<file path="config.mk">
export PLATFORM = sky130hd
export DESIGN_NAME = llq_top
export DESIGN_NICKNAME = d
export VERILOG_FILES = /design/src/llq_pkg.sv /design/src/llq_free_pool.sv /design/src/llq_pipe.sv /design/src/llq_sram.sv /design/src/llq_state_table.sv /design/src/llq_top.sv
export VERILOG_INCLUDE_DIRS = /design/src /design/src/src
export SDC_FILE = /design/constraint.sdc
export NUM_CORES = 1
export LEC_CHECK = 0
export BUFFER_PORTS_ARGS = -buffer_cell sky130_fd_sc_hd__buf_4
export CAP_MARGIN = 25
export CORE_ASPECT_RATIO = 0.9
export CORE_MARGIN = 4
export CORE_UTILIZATION = 64
export DETAILED_ROUTE_END_ITERATION = 7
export PLACE_DENSITY = 0.84
export SLEW_MARGIN = 0
export SYNTH_ARGS = -nofsm -noshare
export SYNTH_HDL_FRONTEND = slang
export SYNTH_SLANG_ARGS = --single-unit
</file>
<file path="constraint.sdc">
create_clock -name clk -period 4.49 [get_ports clk]
set_input_delay 0.2245 -clock clk [delete_from_list [all_inputs] [get_ports clk]]
set_output_delay 0.2245 -clock clk [all_outputs]
set_load 0.005 [all_outputs]
</file>
<file path="src/llq_settings.svh">
// Sizes shared by the queue controller RTL and testbench
// Slot count is kept small so a short random run can fill the pool
`ifndef LLQ_SETTINGS_SVH
`define LLQ_SETTINGS_SVH

// Lookup data width
`define LLQ_WORD_W 32

// Independent queues, must be a power of two
`define LLQ_NUM_CTXT 4

// Shared storage slots, must be a power of two
`define LLQ_NUM_SLOTS 16

// Derived index widths
`define LLQ_CTXT_W $clog2(`LLQ_NUM_CTXT)
`define LLQ_SLOT_W $clog2(`LLQ_NUM_SLOTS)

`endif

</file>
<file path="src/llq_pkg.sv">
// Shared types for the queue controller
// Widths follow the macros in llq_settings.svh
`include "llq_settings.svh"

package llq_pkg;

  typedef logic [`LLQ_CTXT_W-1:0] ctxt_t;  // Queue index
  typedef logic [`LLQ_SLOT_W-1:0] slot_t;  // Slot address
  typedef logic [`LLQ_WORD_W-1:0] word_t;  // Lookup payload

  // One state table entry per context
  typedef struct packed {
    logic  empty;  // No slots held
    slot_t head;   // Newest slot
    slot_t tail;   // Oldest slot, next to pop
  } qstate_t;

  // Operation as it moves down s0..s2
  typedef struct packed {
    logic    push;   // Low for pop
    ctxt_t   ctxt;
    word_t   data;   // Push payload
    slot_t   slot;   // Slot taken at accept, pushes only
    qstate_t state;  // Filled in s1 from state table
  } op_t;

endpackage

</file>
<file path="src/llq_free_pool.sv">
// Slot allocator, hands out the lowest free slot every cycle
// Caller must not alloc when slot_avail is low; release of a free slot is not checked
`timescale 1ns/1ps
`include "llq_settings.svh"

module llq_free_pool (
  input  logic           clk,
  input  logic           rst,
  input  logic           alloc,
  input  logic           release_en,
  input  llq_pkg::slot_t release_slot,
  output llq_pkg::slot_t alloc_slot,
  output logic           slot_avail,
  output logic           full
);

  logic [`LLQ_NUM_SLOTS-1:0] used;      // One bit per allocated slot
  logic [`LLQ_NUM_SLOTS-1:0] used_nxt;

  // Lowest clear bit wins, scan from the top down
  always_comb
  begin
    alloc_slot = '0;
    for (int i = `LLQ_NUM_SLOTS - 1; i >= 0; i--)
    begin
      if (!used[i])
        alloc_slot = llq_pkg::slot_t'(i);
    end
  end

  assign slot_avail = ~(&used);  // At least one slot left

  // Alloc and release never name the same slot
  always_comb
  begin
    used_nxt = used;
    if (alloc)
      used_nxt[alloc_slot] = 1'b1;
    if (release_en)
      used_nxt[release_slot] = 1'b0;
  end

  always_ff @(posedge clk)
  begin
    if (rst)
    begin
      used <= '0;
      full <= 1'b0;
    end
    else
    begin
      used <= used_nxt;
      full <= &used_nxt;  // Tracks used exactly
    end
  end

endmodule

</file>
<file path="src/llq_pipe.sv">
// Three-stage command pipe; s0 reads state, s1 hits the link RAM, s2 writes back
// One op per context in flight, a matching command waits until s2 has drained
`timescale 1ns/1ps
`include "llq_settings.svh"

module llq_pipe (
  input  logic                     clk,
  input  logic                     rst,
  input  logic                     cmd_valid,
  output logic                     cmd_ready,
  input  logic                     cmd_push,
  input  llq_pkg::ctxt_t           cmd_ctxt,
  input  llq_pkg::word_t           cmd_data,
  input  logic                     busy,
  input  llq_pkg::slot_t           alloc_slot,
  input  logic                     slot_avail,
  output logic                     alloc,
  output logic                     release_en,
  output llq_pkg::slot_t           release_slot,
  output llq_pkg::ctxt_t           rd_ctxt,
  output logic                     rd_en,
  input  llq_pkg::qstate_t         rd_state,
  output logic                     wr_en,
  output llq_pkg::ctxt_t           wr_ctxt,
  output llq_pkg::qstate_t         wr_state,
  output logic                     lkup_valid,
  output logic                     lkup_rnw,
  output llq_pkg::slot_t           lkup_addr,
  output llq_pkg::word_t           lkup_data,
  output logic                     lkup_empty_fault,
  output logic [`LLQ_NUM_CTXT-1:0] empty
);

  llq_pkg::op_t     s0_op;
  llq_pkg::op_t     s1_op;
  llq_pkg::op_t     s2_op;
  logic             s0_valid;
  logic             s1_valid;
  logic             s2_valid;
  logic             hazard;        // Offered context already in flight
  logic             accept;
  logic             pop_hit;       // s2 pop on a non-empty queue
  logic             link_wr_en;
  logic             link_rd_en;
  llq_pkg::slot_t   link_wr_addr;
  llq_pkg::slot_t   link_rd_addr;
  llq_pkg::slot_t   link_rd_data;  // Next-oldest slot, valid in s2
  llq_pkg::qstate_t nxt_state;

  always_comb
  begin
    hazard = (s0_valid & (s0_op.ctxt == cmd_ctxt))
           | (s1_valid & (s1_op.ctxt == cmd_ctxt))
           | (s2_valid & (s2_op.ctxt == cmd_ctxt));
    cmd_ready = ~busy & ~hazard & (~cmd_push | slot_avail);
    accept    = cmd_valid & cmd_ready;
    alloc     = accept & cmd_push;  // Slot claimed at accept
  end

  // Stage valids, no back-pressure inside the pipe
  always_ff @(posedge clk)
  begin
    if (rst)
    begin
      s0_valid <= 1'b0;
      s1_valid <= 1'b0;
      s2_valid <= 1'b0;
    end
    else
    begin
      s0_valid <= accept;
      s1_valid <= s0_valid;
      s2_valid <= s1_valid;
    end
  end

  always_ff @(posedge clk)
  begin
    if (accept)
    begin
      s0_op.push  <= cmd_push;
      s0_op.ctxt  <= cmd_ctxt;
      s0_op.data  <= cmd_data;
      s0_op.slot  <= alloc_slot;
      s0_op.state <= '0;  // Not known until s1
    end
    if (s0_valid)
      s1_op <= s0_op;
    if (s1_valid)
      s2_op <= '{push: s1_op.push, ctxt: s1_op.ctxt, data: s1_op.data,
                 slot: s1_op.slot, state: rd_state};
  end

  assign rd_en   = s0_valid;
  assign rd_ctxt = s0_op.ctxt;

  // Push links new slot behind old head, pop fetches the link after tail
  always_comb
  begin
    link_wr_en   = s1_valid & s1_op.push & ~rd_state.empty;
    link_wr_addr = rd_state.head;
    link_rd_en   = s1_valid & ~s1_op.push & ~rd_state.empty;
    link_rd_addr = rd_state.tail;
  end

  llq_sram #(
    .W     ($bits(llq_pkg::slot_t)),
    .DEPTH (`LLQ_NUM_SLOTS)
  ) u_link_ram (
    .clk     (clk),
    .wr_en   (link_wr_en),
    .wr_addr (link_wr_addr),
    .wr_data (s1_op.slot),
    .rd_en   (link_rd_en),
    .rd_addr (link_rd_addr),
    .rd_data (link_rd_data)
  );

  // Queue update rules
  always_comb
  begin
    nxt_state = s2_op.state;
    pop_hit   = ~s2_op.push & ~s2_op.state.empty;
    if (s2_op.push)
    begin
      nxt_state.empty = 1'b0;
      nxt_state.head  = s2_op.slot;
      if (s2_op.state.empty)
        nxt_state.tail = s2_op.slot;  // First entry is both ends
    end
    else if (pop_hit)
    begin
      nxt_state.empty = (s2_op.state.head == s2_op.state.tail);  // Last one out
      nxt_state.tail  = link_rd_data;
    end
    // Pop on empty falls through unchanged
  end

  assign wr_en        = s2_valid;
  assign wr_ctxt      = s2_op.ctxt;
  assign wr_state     = nxt_state;
  assign release_en   = s2_valid & pop_hit;
  assign release_slot = s2_op.state.tail;  // Oldest slot goes back to pool

  always_ff @(posedge clk)
  begin
    if (rst)
      empty <= '1;
    else if (s2_valid)
      empty[s2_op.ctxt] <= nxt_state.empty;
  end

  // Registered lookup strobe, payload only loads with a valid op
  always_ff @(posedge clk)
  begin
    if (rst)
      lkup_valid <= 1'b0;
    else
      lkup_valid <= s2_valid;
    if (s2_valid)
    begin
      lkup_rnw         <= ~s2_op.push;
      lkup_addr        <= s2_op.push ? s2_op.slot : s2_op.state.tail;
      lkup_data        <= s2_op.data;
      lkup_empty_fault <= ~s2_op.push & s2_op.state.empty;
    end
  end

endmodule

</file>
<file path="src/llq_sram.sv">
// Simple dual-port RAM, one write and one read port on one clock
// Read data is registered; read of the address being written returns old data
`timescale 1ns/1ps

module llq_sram #(
  parameter int W     = 8,
  parameter int DEPTH = 16
) (
  input  logic                     clk,
  input  logic                     wr_en,
  input  logic [$clog2(DEPTH)-1:0] wr_addr,
  input  logic [W-1:0]             wr_data,
  input  logic                     rd_en,
  input  logic [$clog2(DEPTH)-1:0] rd_addr,
  output logic [W-1:0]             rd_data
);

  logic [W-1:0] mem [DEPTH];  // Storage array

  always_ff @(posedge clk)
  begin
    if (wr_en)
      mem[wr_addr] <= wr_data;
    // Nonblocking read sees pre-write contents
    if (rd_en)
      rd_data <= mem[rd_addr];  // Holds when not enabled
  end

endmodule

</file>
<file path="src/llq_state_table.sv">
// Per-context head/tail/empty table with a post-reset init sweep
// busy stays high through reset and for one cycle per context afterwards
`timescale 1ns/1ps
`include "llq_settings.svh"

module llq_state_table (
  input  logic             clk,
  input  logic             rst,
  input  llq_pkg::ctxt_t   rd_ctxt,
  input  logic             rd_en,
  output llq_pkg::qstate_t rd_state,
  input  logic             wr_en,
  input  llq_pkg::ctxt_t   wr_ctxt,
  input  llq_pkg::qstate_t wr_state,
  output logic             busy
);

  typedef enum logic {
    ST_SWEEP,  // Writing empty entries
    ST_READY   // Pipe owns the write port
  } sweep_st_t;

  sweep_st_t        state;
  llq_pkg::ctxt_t   sweep_ctxt;  // Entry being cleared
  logic             ram_wr_en;
  llq_pkg::ctxt_t   ram_wr_addr;
  llq_pkg::qstate_t ram_wr_data;

  always_ff @(posedge clk)
  begin
    if (rst)
    begin
      state      <= ST_SWEEP;
      sweep_ctxt <= '0;
    end
    else if (state == ST_SWEEP)
    begin
      sweep_ctxt <= sweep_ctxt + 1'b1;
      if (sweep_ctxt == llq_pkg::ctxt_t'(`LLQ_NUM_CTXT - 1))
        state <= ST_READY;  // Last entry written this edge
    end
  end

  assign busy = (state == ST_SWEEP);

  // Sweep takes the write port from the pipe
  always_comb
  begin
    ram_wr_en   = busy | wr_en;
    ram_wr_addr = busy ? sweep_ctxt : wr_ctxt;
    ram_wr_data = busy ? llq_pkg::qstate_t'{empty: 1'b1, head: '0, tail: '0} : wr_state;
  end

  llq_sram #(
    .W     ($bits(llq_pkg::qstate_t)),
    .DEPTH (`LLQ_NUM_CTXT)
  ) u_ram (
    .clk     (clk),
    .wr_en   (ram_wr_en),
    .wr_addr (ram_wr_addr),
    .wr_data (ram_wr_data),
    .rd_en   (rd_en),
    .rd_addr (rd_ctxt),
    .rd_data (rd_state)
  );

endmodule

</file>
<file path="src/llq_top.sv">
// Linked-list queue controller, contexts share one slot pool
// Commands are refused while busy; lookups have no back-pressure
`timescale 1ns/1ps
`include "llq_settings.svh"

module llq_top (
  input  logic                     clk,
  input  logic                     rst,
  input  logic                     cmd_valid,
  output logic                     cmd_ready,
  input  logic                     cmd_push,
  input  llq_pkg::ctxt_t           cmd_ctxt,
  input  llq_pkg::word_t           cmd_data,
  output logic                     lkup_valid,
  output logic                     lkup_rnw,
  output llq_pkg::slot_t           lkup_addr,
  output llq_pkg::word_t           lkup_data,
  output logic                     lkup_empty_fault,
  output logic                     full,
  output logic [`LLQ_NUM_CTXT-1:0] empty,
  output logic                     busy
);

  // Pool side
  logic             alloc;
  logic             slot_avail;
  logic             release_en;
  llq_pkg::slot_t   alloc_slot;
  llq_pkg::slot_t   release_slot;
  // State table side
  logic             rd_en;
  logic             wr_en;
  llq_pkg::ctxt_t   rd_ctxt;
  llq_pkg::ctxt_t   wr_ctxt;
  llq_pkg::qstate_t rd_state;
  llq_pkg::qstate_t wr_state;

  llq_free_pool u_free_pool (
    .clk          (clk),
    .rst          (rst),
    .alloc        (alloc),
    .release_en   (release_en),
    .release_slot (release_slot),
    .alloc_slot   (alloc_slot),
    .slot_avail   (slot_avail),
    .full         (full)
  );

  llq_state_table u_state_table (
    .clk      (clk),
    .rst      (rst),
    .rd_ctxt  (rd_ctxt),
    .rd_en    (rd_en),
    .rd_state (rd_state),
    .wr_en    (wr_en),
    .wr_ctxt  (wr_ctxt),
    .wr_state (wr_state),
    .busy     (busy)
  );

  llq_pipe u_pipe (
    .clk              (clk),
    .rst              (rst),
    .cmd_valid        (cmd_valid),
    .cmd_ready        (cmd_ready),
    .cmd_push         (cmd_push),
    .cmd_ctxt         (cmd_ctxt),
    .cmd_data         (cmd_data),
    .busy             (busy),
    .alloc_slot       (alloc_slot),
    .slot_avail       (slot_avail),
    .alloc            (alloc),
    .release_en       (release_en),
    .release_slot     (release_slot),
    .rd_ctxt          (rd_ctxt),
    .rd_en            (rd_en),
    .rd_state         (rd_state),
    .wr_en            (wr_en),
    .wr_ctxt          (wr_ctxt),
    .wr_state         (wr_state),
    .lkup_valid       (lkup_valid),
    .lkup_rnw         (lkup_rnw),
    .lkup_addr        (lkup_addr),
    .lkup_data        (lkup_data),
    .lkup_empty_fault (lkup_empty_fault),
    .empty            (empty)
  );

endmodule

</file>
# ---- Yosys cells after proc, flatten, opt, wreduce, memory -nomap -nowiden
# Memories as Yosys holds them, arrays and structs flattened. A register that Yosys moved wholly into a read port is not among the register bits.
# Index checks and enable logic that the tools add are counted.
dict set report totals {
  register_bits 192
  ram_bits 100
  in_bits 38
  output_inout_bits 46
  mem_count 2
}
# memory words width rd rd_ports_with_merged_regs write_ports line_no
set mem_list {}
lappend mem_list {u_pipe.u_link_ram.mem 16 4 1 1 1 llq_sram.sv:18} ;# logic [W-1:0] mem [DEPTH];
lappend mem_list {u_state_table.u_ram.mem 4 9 1 1 1 llq_sram.sv:18}
dict set report classes {
  addsub 1
  n_lt_le_gt_ge 6
  eq_ne 5
  n_mux 40
  bitwise 29
  reduce_logical 5
}
# op count
set ops {}
lappend ops {{4-bit two-way mux} 21}
lappend ops {{16-bit two-way mux} 2}
lappend ops {{16-bit AND reduction} 2}
lappend ops {{16-bit bitwise AND} 1}
lappend ops {{16-bit inverter} 1}
lappend ops {{16-bit OR} 1}
lappend ops {{1-bit bitwise AND} 14}
lappend ops {{1-bit two-way mux} 11}
lappend ops {{4-bit by 5-bit less-than comparator with 1-bit output, second input constant} 2}
lappend ops {{9-bit two-way mux} 1}
lappend ops {{1-bit demux with 4-bit select} 2}
lappend ops {{4-bit by 1-bit greater-or-equal comparator with 1-bit output, second input constant} 2}
lappend ops {{1-bit inverter} 8}
lappend ops {{2-bit == test} 3}
lappend ops {{4-bit bitwise mux} 1}
lappend ops {{4-bit == test} 1}
lappend ops {{1-bit OR} 4}
lappend ops {{1-bit logical AND} 3}
lappend ops {{2-bit by 3-bit less-than comparator with 1-bit output, second input constant} 1}
lappend ops {{2-bit by 1-bit adder with 2-bit output, second input constant} 1}
lappend ops {{1-bit demux with 2-bit select} 1}
lappend ops {{2-bit == test, second input constant} 1}
lappend ops {{2-bit by 1-bit greater-or-equal comparator with 1-bit output, second input constant} 1}
lappend ops {{2-bit two-way mux} 1}

# ---- Logic depth before layout (Yosys ltp)
# Gate-level depths: netlist of the first run.
dict set report depth {
  depth_word 25
  depth_mapped 8
  depth_no_buf 7
}

# ---- By module
# Synthesis of the first run repeated with hierarchy kept, for this count alone.
dict set report unflattened {
  hier_cells 620
  hier_area_um2 11335.9
}
# module instances cells_per_inst area_per_inst_um2
set modules_own_cells {}
lappend modules_own_cells {llq_pipe 1 270 5729.2}
lappend modules_own_cells {{llq_sram at u_pipe.u_link_ram} 1 130 2706.3}
lappend modules_own_cells {{llq_sram at u_state_table.u_ram} 1 60 1601.5}
lappend modules_own_cells {llq_free_pool 1 135 1073.5}
lappend modules_own_cells {llq_state_table 1 25 225.2}

# ---- Least setup slack after synthesis of the first run
# No wires, ideal clock.
dict set report synth_path {
  kind {register -> register}
  from {reg u_pipe.s1_valid}
  to {reg u_pipe.s0_op (netlist bit u_pipe.rd_ctxt[0]), enable pin}
  t_arrival_ns 2.596
  required_ns 4.089
  setup_slack_ns 1.493
  path_stages_with_launch 6
  cell_sequence {dfxtp_1 and3_1 nor2_1 nand3_1 a21oi_1 and2_1}
}
dict set report synth_between {
  elab_chain_len 7
}
# element line_no
set synth_lines {}
lappend synth_lines {{start, declared} llq_pipe.sv:38} ;# logic s1_valid;
lappend synth_lines {{start signal, assigned} llq_pipe.sv:72} ;# s1_valid <= s0_valid;
lappend synth_lines {{1-bit bitwise AND} llq_pipe.sv:53} ;# | (s1_valid & (s1_op.ctxt == cmd_ctxt))
lappend synth_lines {{1-bit OR} llq_pipe.sv:53}
lappend synth_lines {{1-bit OR} llq_pipe.sv:54} ;# | (s2_valid & (s2_op.ctxt == cmd_ctxt));
lappend synth_lines {{1-bit inverter} llq_pipe.sv:55} ;# cmd_ready = ~busy & ~hazard & (~cmd_push | slot_avail);
lappend synth_lines {{1-bit bitwise AND (2 in series)} llq_pipe.sv:55}
lappend synth_lines {{named net cmd_ready} llq_top.sv:10} ;# output logic cmd_ready,
lappend synth_lines {{1-bit bitwise AND} llq_pipe.sv:56} ;# accept = cmd_valid & cmd_ready;
lappend synth_lines {{named net u_pipe.accept} llq_pipe.sv:41} ;# logic accept;
lappend synth_lines {{end, declared} llq_pipe.sv:34} ;# llq_pkg::op_t s0_op;
# The timed path passes the listed nets, and every way through them passes these cells.
# A chain may end at the register's enable or synchronous reset.

# ---- Final worst setup path of the first run
dict set report layout_path {
  from {reg u_pipe.s0_op (netlist bit u_pipe.rd_ctxt[0])}
  to {reg u_free_pool.full}
}
dict set report layout_between {
  elab_chain_len 13
}
# element line_no
set layout_lines {}
lappend layout_lines {{2-bit == test (*)} llq_pipe.sv:52} ;# hazard = (s0_valid & (s0_op.ctxt == cmd_ctxt))
lappend layout_lines {{1-bit bitwise AND (*)} llq_pipe.sv:52}
lappend layout_lines {{1-bit OR (*)} llq_pipe.sv:53}
lappend layout_lines {{1-bit OR (*)} llq_pipe.sv:54}
lappend layout_lines {{1-bit inverter (*)} llq_pipe.sv:55}
lappend layout_lines {{1-bit bitwise AND (*) (2 in series)} llq_pipe.sv:55}
lappend layout_lines {{1-bit bitwise AND (*)} llq_pipe.sv:56}
lappend layout_lines {{1-bit bitwise AND (*)} llq_pipe.sv:57} ;# alloc = accept & cmd_push;
lappend layout_lines {{16-bit two-way mux (*)} llq_free_pool.sv:37} ;# if (alloc)
lappend layout_lines {{16-bit bitwise AND (no line)} --}
lappend layout_lines {{16-bit two-way mux (*)} llq_free_pool.sv:39} ;# if (release_en)
lappend layout_lines {{16-bit AND reduction (*)} llq_free_pool.sv:53} ;# full <= &used_nxt;
lappend layout_lines {{end signal, assigned} llq_free_pool.sv:53}
lappend layout_lines {{end, declared} llq_free_pool.sv:14} ;# output logic full
# Mark *: on every way between the ends. The rest lies on a longest branch, timed or not.

==> flow_metrics.tcl, run 1 <==
set metrics [dict create \
    fillers 866 \
    final_nets 765 \
    antenna_cells 0 \
    async_flop_share_pct 0 \
    ant_nets 0 \
    pwr-share-seq_pct 56.6 \
    worstRegToRegCells 7 \
    setup_viol 0 \
    yosysMostFrequentCell "edfxtp_1" \
    io_pins 84 \
    syn_avg_cell_area_um2 18.8 \
    combinationalPowerShare_pct 3.5 \
    start_util_pct 65.2 \
    insertion_delay_ns 0.54 \
    p_switching_mw 1.14 \
    die_y_um 132 \
    grt_overflow 0 \
    synthSimpleGateAreaFrac_pct 6.70 \
    cts.sinks 305 \
    place_congestion 0.870 \
    drc 0 \
    synthToLayoutAreaGrowth_pct 19.5 \
    endpoint "u_free_pool.full" \
    internal_power_mw 4.55 \
    hold_class "in -> reg" \
    tns_ns 0 \
    synth_cell_types 60 \
    slew_headroom_pct 30.9 \
    crit_path_start "u_pipe.rd_ctxt[0]" \
    critPathLaunchType "register" \
    ys_warn_count 0 \
    ys.flop_type "edfxtp_1" \
    holdWs_ns 0.0816 \
    fin_skew_ns 0.0197 \
    ys_ff_latch 305 \
    avgViaCountPerCell 6.09 \
    wire_per_inst_um 23.4 \
    synth_fp_nets 624 \
    grtUsageTotal_pct 23.0 \
    tritoncts "done" \
    cts_max_path_buffers 3 \
    multi_input_area_um2 2010 \
    hold_viol 0 \
    synth_area_leaders "edfxtp_1 (76%), dfxtp_1 (5.1%), mux4_2 (4.3%), mux4_1 (1.9%), nor2_1 (1.6%)" \
    switching_share_pct 20.0 \
    place_worst_setup_slack_ns 1.82 \
    dieWidth_um 146 \
    htreeDepth 1 \
    grt_first_pass_wirelength_mm 34.6 \
    wirelength_mm 22.5 \
    timing.final.crit_period_ns 2.71 \
    cts-buffers-inserted 28 \
    r2r_setup_slack_ns 1.78 \
    synthAdderAreaFrac_pct 0.205 \
    ir_drop_v 0.000299 \
    arrival_ns 3.17 \
    post_cts_resized 0 \
    fin_crit_sh_pct 60.4 \
    layout_setup_ws_ns 1.78 \
    hpwlAfterDp_mm 13.5 \
    muxShareOfSynthArea_pct 6.57 \
    worstSetupEndpointType "register" \
    synth_xor_area_share_pct 0.955 \
    synth-edff-count 277 \
    portBuffers 83 \
    p_leak_nw 4.40 \
    grt_max_degree 50 \
    grt_pass1_vias 5878 \
    path_class "reg -> reg" \
    synth_top_family_by_area "simple AND/OR/NAND/NOR gates" \
    synth_common_cells "edfxtp_1 (277), nor2_1 (48), nand2_1 (29), dfxtp_1 (28), mux4_2 (21)" \
    dieArea_um2 19400 \
    rsz0062_at_grt "no" \
    slew_violations 0 \
    powerDensity_nw_per_um2 432 \
    r2r-end "u_free_pool.full" \
    synthCells 585 \
    core_um2 16900 \
    r2r_start "u_pipe.rd_ctxt[0]" \
    rows 45 \
    seqCellArea_um2 8880 \
    worst_ep_required_time_ns 4.95 \
    clockPowerShare_pct 39.9 \
    cts_root_buf "clkbuf_16" \
    synth_compound_area_share_pct 3.78 \
    worst_slew_pin_slew_ns 1.04 \
    synthesis.area_um2 11000 \
    status "complete, no violations" \
    fmax_ghz 0.369 \
    drt_iter0_markers 523 \
    clk_pin_slew_ns 0.07 \
    yosysSeqAreaShare_pct 80.6 \
    via_count 5843 \
    path_max_fanout 11 \
    drive_gt1_share_pct 22.6 \
    synth_top_cell_by_area "edfxtp_1" \
    drtPass1Iterations 7 \
    antenna_found_initial 0 \
    cap_viol_max_count 0 \
    yosys.area.top_type_share_pct 75.5 \
]
layout make-up:
class	instances	area share (%)
clock buffer	41	6.24
sequential	305	67.5
clock inverter	11	0.533
timing repair buffer	127	8.06
tap	211	2.01
inverter	14	0.399
multi-input combinational	250	15.3
stage by stage:
| stage | instance area, µm² | cells | power, mW | util [%] |
|---|---|---|---|---|
| 6_report | 13200 | 959 | 5.69 | 77.9 |
| 5_1_grt | 13200 | 959 | 5.87 | 77.9 |
| 4_1_cts | 13100 | 956 | 5.70 | 77.6 |
| 3_5_place_dp | 11900 | 869 | 3.45 | 70.3 |
| 3_3_place_gp | 11900 | 868 | 3.43 | 70.3 |
| 2_1_floorplan | 11000 | 585 | 3.36 | - |
state kept, by name, indices dropped and copies added, names as in the netlist, 4 cells and up:
signal / flops
u_free_pool.used: 16
u_pipe.empty: 4
u_pipe.lkup_addr: 4
u_pipe.lkup_data: 32
u_pipe.release_slot: 4
u_pipe.s0_op: 37
u_pipe.s1_op: 39
u_pipe.s2_op: 42
u_pipe.u_link_ram.mem: 64
u_pipe.u_link_ram.rd_data: 4
u_state_table.u_ram.mem: 36
u_state_table.u_ram.rd_data: 9
worst min path at each step:
stage                                 from  slack [ns]                   end  cells past startpoint
after floorplan                cmd_ctxt[0]        0.32     u_pipe.rd_ctxt[0]                      0
after global placement    u_pipe.s1_op[44]        0.40      u_pipe.s2_op[44]                      0
after detailed placement      cmd_data[23]        0.40      u_pipe.s0_op[36]                      1
after CTS                              rst        0.06  u_free_pool.used[15]                      2
after global routing                   rst        0.08     u_pipe.lkup_valid                      2
final                                  rst        0.08     u_pipe.lkup_valid                      2
power groups by stage:
stage / combinational, mW / sequential (mW) / clock, mW
6_report: 0.202 / 3.22 / 2.27
3_3_place_gp: 0.158 / 3.27 / 0
5_1_grt: 0.216 / 3.22 / 2.43
2_1_floorplan: 0.0963 / 3.26 / 0
4_1_cts: 0.195 / 3.22 / 2.29
3_5_place_dp: 0.169 / 3.28 / 0
metal layers:
metal / vias up / wire [µm] / GRT usage (%)
li1: 2597 / - / -
met1: 2924 / 9340 / 33.7
met2: 292 / 11100 / 37.4
met3: 30 / 1690 / 4.32
met4: 0 / 336 / 4.39
met5: - / 0 / 0
critical path, stage by stage (launching register included):
cell and delay [ns]:
edfxtp_1 0.70, xnor2_1 0.17, a31o_1 0.28, nor3_4 0.32
a41oi_1 0.20, nor4_1 0.48, o2111ai_1 0.22, nor4_2 0.28
repair_timing:
item | in CTS | in global routing
hold buffers | 35 | 0
hold endpoints to repair | 35 | 0
buffers inserted | 0 | 0
kinds of logic (layout without fill, tap and decap cells):
| group | Yosys count | count (layout) |
|---|---|---|
| multiplexers | 33 | 33 |
| AO/OA/AOI/OAI | 61 | 61 |
| XOR/XNOR | 12 | 12 |
| buffers and inverters | 30 | 193 |
| adder cells (fa/ha/maj) | 2 | 2 |
| AND/OR/NAND/NOR | 142 | 142 |
| flip-flops | 305 | 305 |
layout by cell type (no fill, tap or decap), types with 5 or more instances in the layout:
cell,Yosys,layout
mux4_2,21,21
nand4_1,8,8
nand3_1,7,7
a211oi_1,11,11
clkbuf_1,11,7
clkinv_2,0,5
nor3_1,5,5
clkbuf_16,0,29
dlygate4sd3_1,0,35
mux4_1,8,8
nand2_1,29,29
inv_1,14,14
dfxtp_1,28,25
clkbuf_8,0,5
xnor2_1,6,6
nor2_1,48,48
a21oi_1,18,18
buf_4,1,91
nor2b_1,9,9
edfxtp_1,277,277
xor2_1,6,6
clkinvlp_4,0,6
o21ai_0,6,6
Note: power is estimated with default switching activity, not from simulation.
==> inputs of run 2 (changes only) <==
--- a/config.mk
+++ b/config.mk
@@ -6,13 +6,14 @@
 export SDC_FILE = /design/constraint.sdc
 export NUM_CORES = 1
 export LEC_CHECK = 0
+export ABC_AREA = 1
 export BUFFER_PORTS_ARGS = -buffer_cell sky130_fd_sc_hd__buf_4
 export CAP_MARGIN = 25
 export CORE_ASPECT_RATIO = 0.9
 export CORE_MARGIN = 4
-export CORE_UTILIZATION = 64
+export CORE_UTILIZATION = 54
 export DETAILED_ROUTE_END_ITERATION = 7
-export PLACE_DENSITY = 0.84
+export PLACE_DENSITY = 0.76
 export SLEW_MARGIN = 0
 export SYNTH_ARGS = -nofsm -noshare
 export SYNTH_HDL_FRONTEND = slang
==> constraint.sdc (replaced) <==
create_clock -name clk -period 2.42 [get_ports clk]
set_input_delay 0.121 -clock clk [delete_from_list [all_inputs] [get_ports clk]]
set_output_delay 0.121 -clock clk [all_outputs]
set_load 0.005 [all_outputs]
==> run 2 against run 1 <==
Effect of this change: the run now ends with design-rule violations left; count of clock-buffer cells in the layout decreased by 6; sequential share of layout area down 2.3 points; via count up 14%; highest routed layer unchanged; fmax up 27%; combinational power increased by 110%; synthesized cell count increased by 35%; final cell count rose by 27%; worst setup slack got worse by 1.5 ns.
==> flow_metrics.tcl, run 2 <==
set metrics [dict create \
    wirelength_mm 23.0 \
    synth_fp_nets 828 \
    slowest_stage "edfxtp_1" \
    dieArea_um2 23200 \
    violations "design-rule violations" \
    synth_area_leaders "edfxtp_1 (74%), dfxtp_1 (5.0%), nand2_1 (3.5%), nor2_1 (3.0%), inv_1 (2.3%)" \
    final_area_um2 13600 \
    path_class "reg -> reg" \
    worst_ep_required_time_ns 2.90 \
    fmax_ghz 0.470 \
    core_um2 20200 \
    synthToLayoutAreaGrowth_pct 20.9 \
    cts_max_path_buffers 3 \
    drtPass1Iterations 8 \
    dieWidth_um 160 \
    wire_per_inst_um 18.8 \
    avgViaCountPerCell 5.45 \
    synth_common_cells "edfxtp_1 (277), nand2_1 (105), nor2_1 (90), inv_1 (70), o21ai_0 (46)" \
    regMostFlops "u_pipe.u_link_ram.mem" \
    ant_nets 0 \
    ys_ff_latch 305 \
    min_from "cmd_data[19]" \
    arrival_ns 2.61 \
    slew_violations 0 \
    drive_gt1_share_pct 18.6 \
    post_cts_resized 0 \
    ys_warn_count 0 \
    slew_headroom_pct 54.0 \
    crit_chain "inv_2 -> nand2_1 -> nand2_1 -> nor2_1 -> nand2_1 -> o21ai_2 -> nor2_4 -> nand4_4 -> nor2_4 -> nand4_1 -> nand2_1 -> nand2_1 -> nor2_1 -> nand2_1 -> nor2_1 -> nand3_1 -> nor2_1" \
    multi_input_area_um2 2010 \
    placed_cell_area_um2 12300 \
    rows 49 \
    synthesis.area_um2 11300 \
    cp_top_family "simple AND/OR/NAND/NOR gates" \
    tritoncts "done" \
    powerDensity_nw_per_um2 796 \
    p_leak_nw 4.87 \
    path_max_fanout 6 \
    fin_skew_ns 0.0165 \
    ys.flop_type "edfxtp_1" \
    yosysMostFrequentCell "edfxtp_1" \
    grt_pass1_vias 6572 \
    portBuffers 83 \
    start_util_pct 55.7 \
    drt_iter0_markers 597 \
    final_cell_mix "edfxtp_1 (277), nand2_1 (105), buf_4 (100)" \
    synth_cell_types 40 \
    rsz0062_at_grt "no" \
    cts_root_buf "clkbuf_16" \
    cts-buffers-inserted 29 \
    via_count 6652 \
    synthCells 789 \
    fin_crit_sh_pct 88.0 \
    grtUsageTotal_pct 19.4 \
    path_common_cell "nand2_1" \
    utilization_pct 67.3 \
    hpwlAfterDp_mm 14.0 \
    synth_top_cell_by_area "edfxtp_1" \
    critPathMaxStageDelay_ns 0.48 \
    status "finished, violations left" \
    worst_slew_pin_slew_ns 0.689 \
    synth-edff-count 277 \
    yosysSeqAreaShare_pct 78.8 \
    insertion_delay_ns 0.54 \
    crit_path_start "u_pipe.wr_ctxt[1]" \
    r2r_start "u_pipe.wr_ctxt[1]" \
    cp.buffers_inverters 1 \
    die_y_um 145 \
    syn_avg_cell_area_um2 14.3 \
    cts.sinks 305 \
    async_flop_share_pct 0 \
    cap_viol_max_count 0 \
    io_pins 84 \
    timing.final.crit_period_ns 2.13 \
    hold_class "in -> reg" \
    grt_first_pass_wirelength_mm 35.7 \
    fillers 1334 \
    seqCellArea_um2 8880 \
    tns_ns 0 \
    largest_registers "u_pipe.u_link_ram.mem x64, u_pipe.s2_op x42, u_pipe.s1_op x39" \
    yosys.area.top_type_share_pct 73.9 \
    critPathLaunchType "register" \
    final_common_cell "edfxtp_1" \
    final_nets 981 \
    antenna_found_initial 1 \
    grt_overflow 0 \
    largest_reg_flops 64 \
    hold_viol 0 \
    htreeDepth 1 \
    ir_drop_v 0.000701 \
    grt_max_degree 50 \
    clk_pin_slew_ns 0.07 \
    worstSetupEndpointType "register" \
    setup_viol 0 \
    drc 2 \
    place_congestion 0.923 \
]
[run 2: routing by layer]
metal | vias to the layer above | track usage (%) | wire length, µm
met4 | 0 | 5.72 | 596
li1 | 3128 | - | -
met5 | - | 0 | 0
met3 | 42 | 3.55 | 1540
met2 | 257 | 31.6 | 11000
met1 | 3225 | 27.2 | 9780
[run 2: logic make-up (layout without fill, tap and decap cells)]
family,after synthesis,count (layout),share of synthesized area [%]
AO/OA/AOI/OAI,115,115,5.95
XOR/XNOR,5,5,0.389
adder cells (fa/ha/maj),1,1,0.111
buffers and inverters,95,270,3.28
flip-flops,305,305,78.8
multiplexers,16,16,1.42
other,0,1,0
AND/OR/NAND/NOR,252,252,10.0
[run 2: area by class of cell]
type                            instances  area share [%]
Antenna cell                            1          0.0184
Clock buffer                           35            5.64
Clock inverter                         18            1.26
Inverter                               77            2.12
Multi-Input combinational cell        389            14.8
Sequential cell                       305            65.2
Tap cell                              255            2.34
Timing Repair Buffer                  140            8.60
[run 2: worst paths after layout]
path	endpoint	slack, ns	cells past startpoint
hold reg to reg	u_pipe.lkup_data[28]	0.42	0
setup / recovery	u_free_pool.full	0.29	17
hold / removal	u_pipe.s0_op[32]	0.30	2
setup reg to reg	u_free_pool.full	0.29	17
[run 2: through the flow]
step	cells	power (mW)	setup WS (ns)	hold slack [ns]
floorplan	789	6.24	0.0570	0.220
global placement	1126	6.41	0.419	0.299
detailed placement	1126	6.43	0.344	0.300
CTS	1217	10.9	0.322	0.277
global route	1220	11.2	0.0204	0.292
finish	1220	10.8	0.291	0.301
[run 2: what timing repair did]
| item | CTS | global route |
|---|---|---|
| setup endpoints to repair | 0 | 1 |
| hold buffers | 38 | 0 |
| setup buffers | 0 | 2 |
| endpoints found under the hold margin | 53 | 0 |
[run 2: report_power, final]
group	switching [mW]	internal, mW	leakage [nW]	total (mW)
logic	0.249	0.171	1.66	0.420
registers	0.0637	5.90	2.74	5.96
clock network	1.88	2.58	0.468	4.46
total	2.19	8.65	4.87	10.8
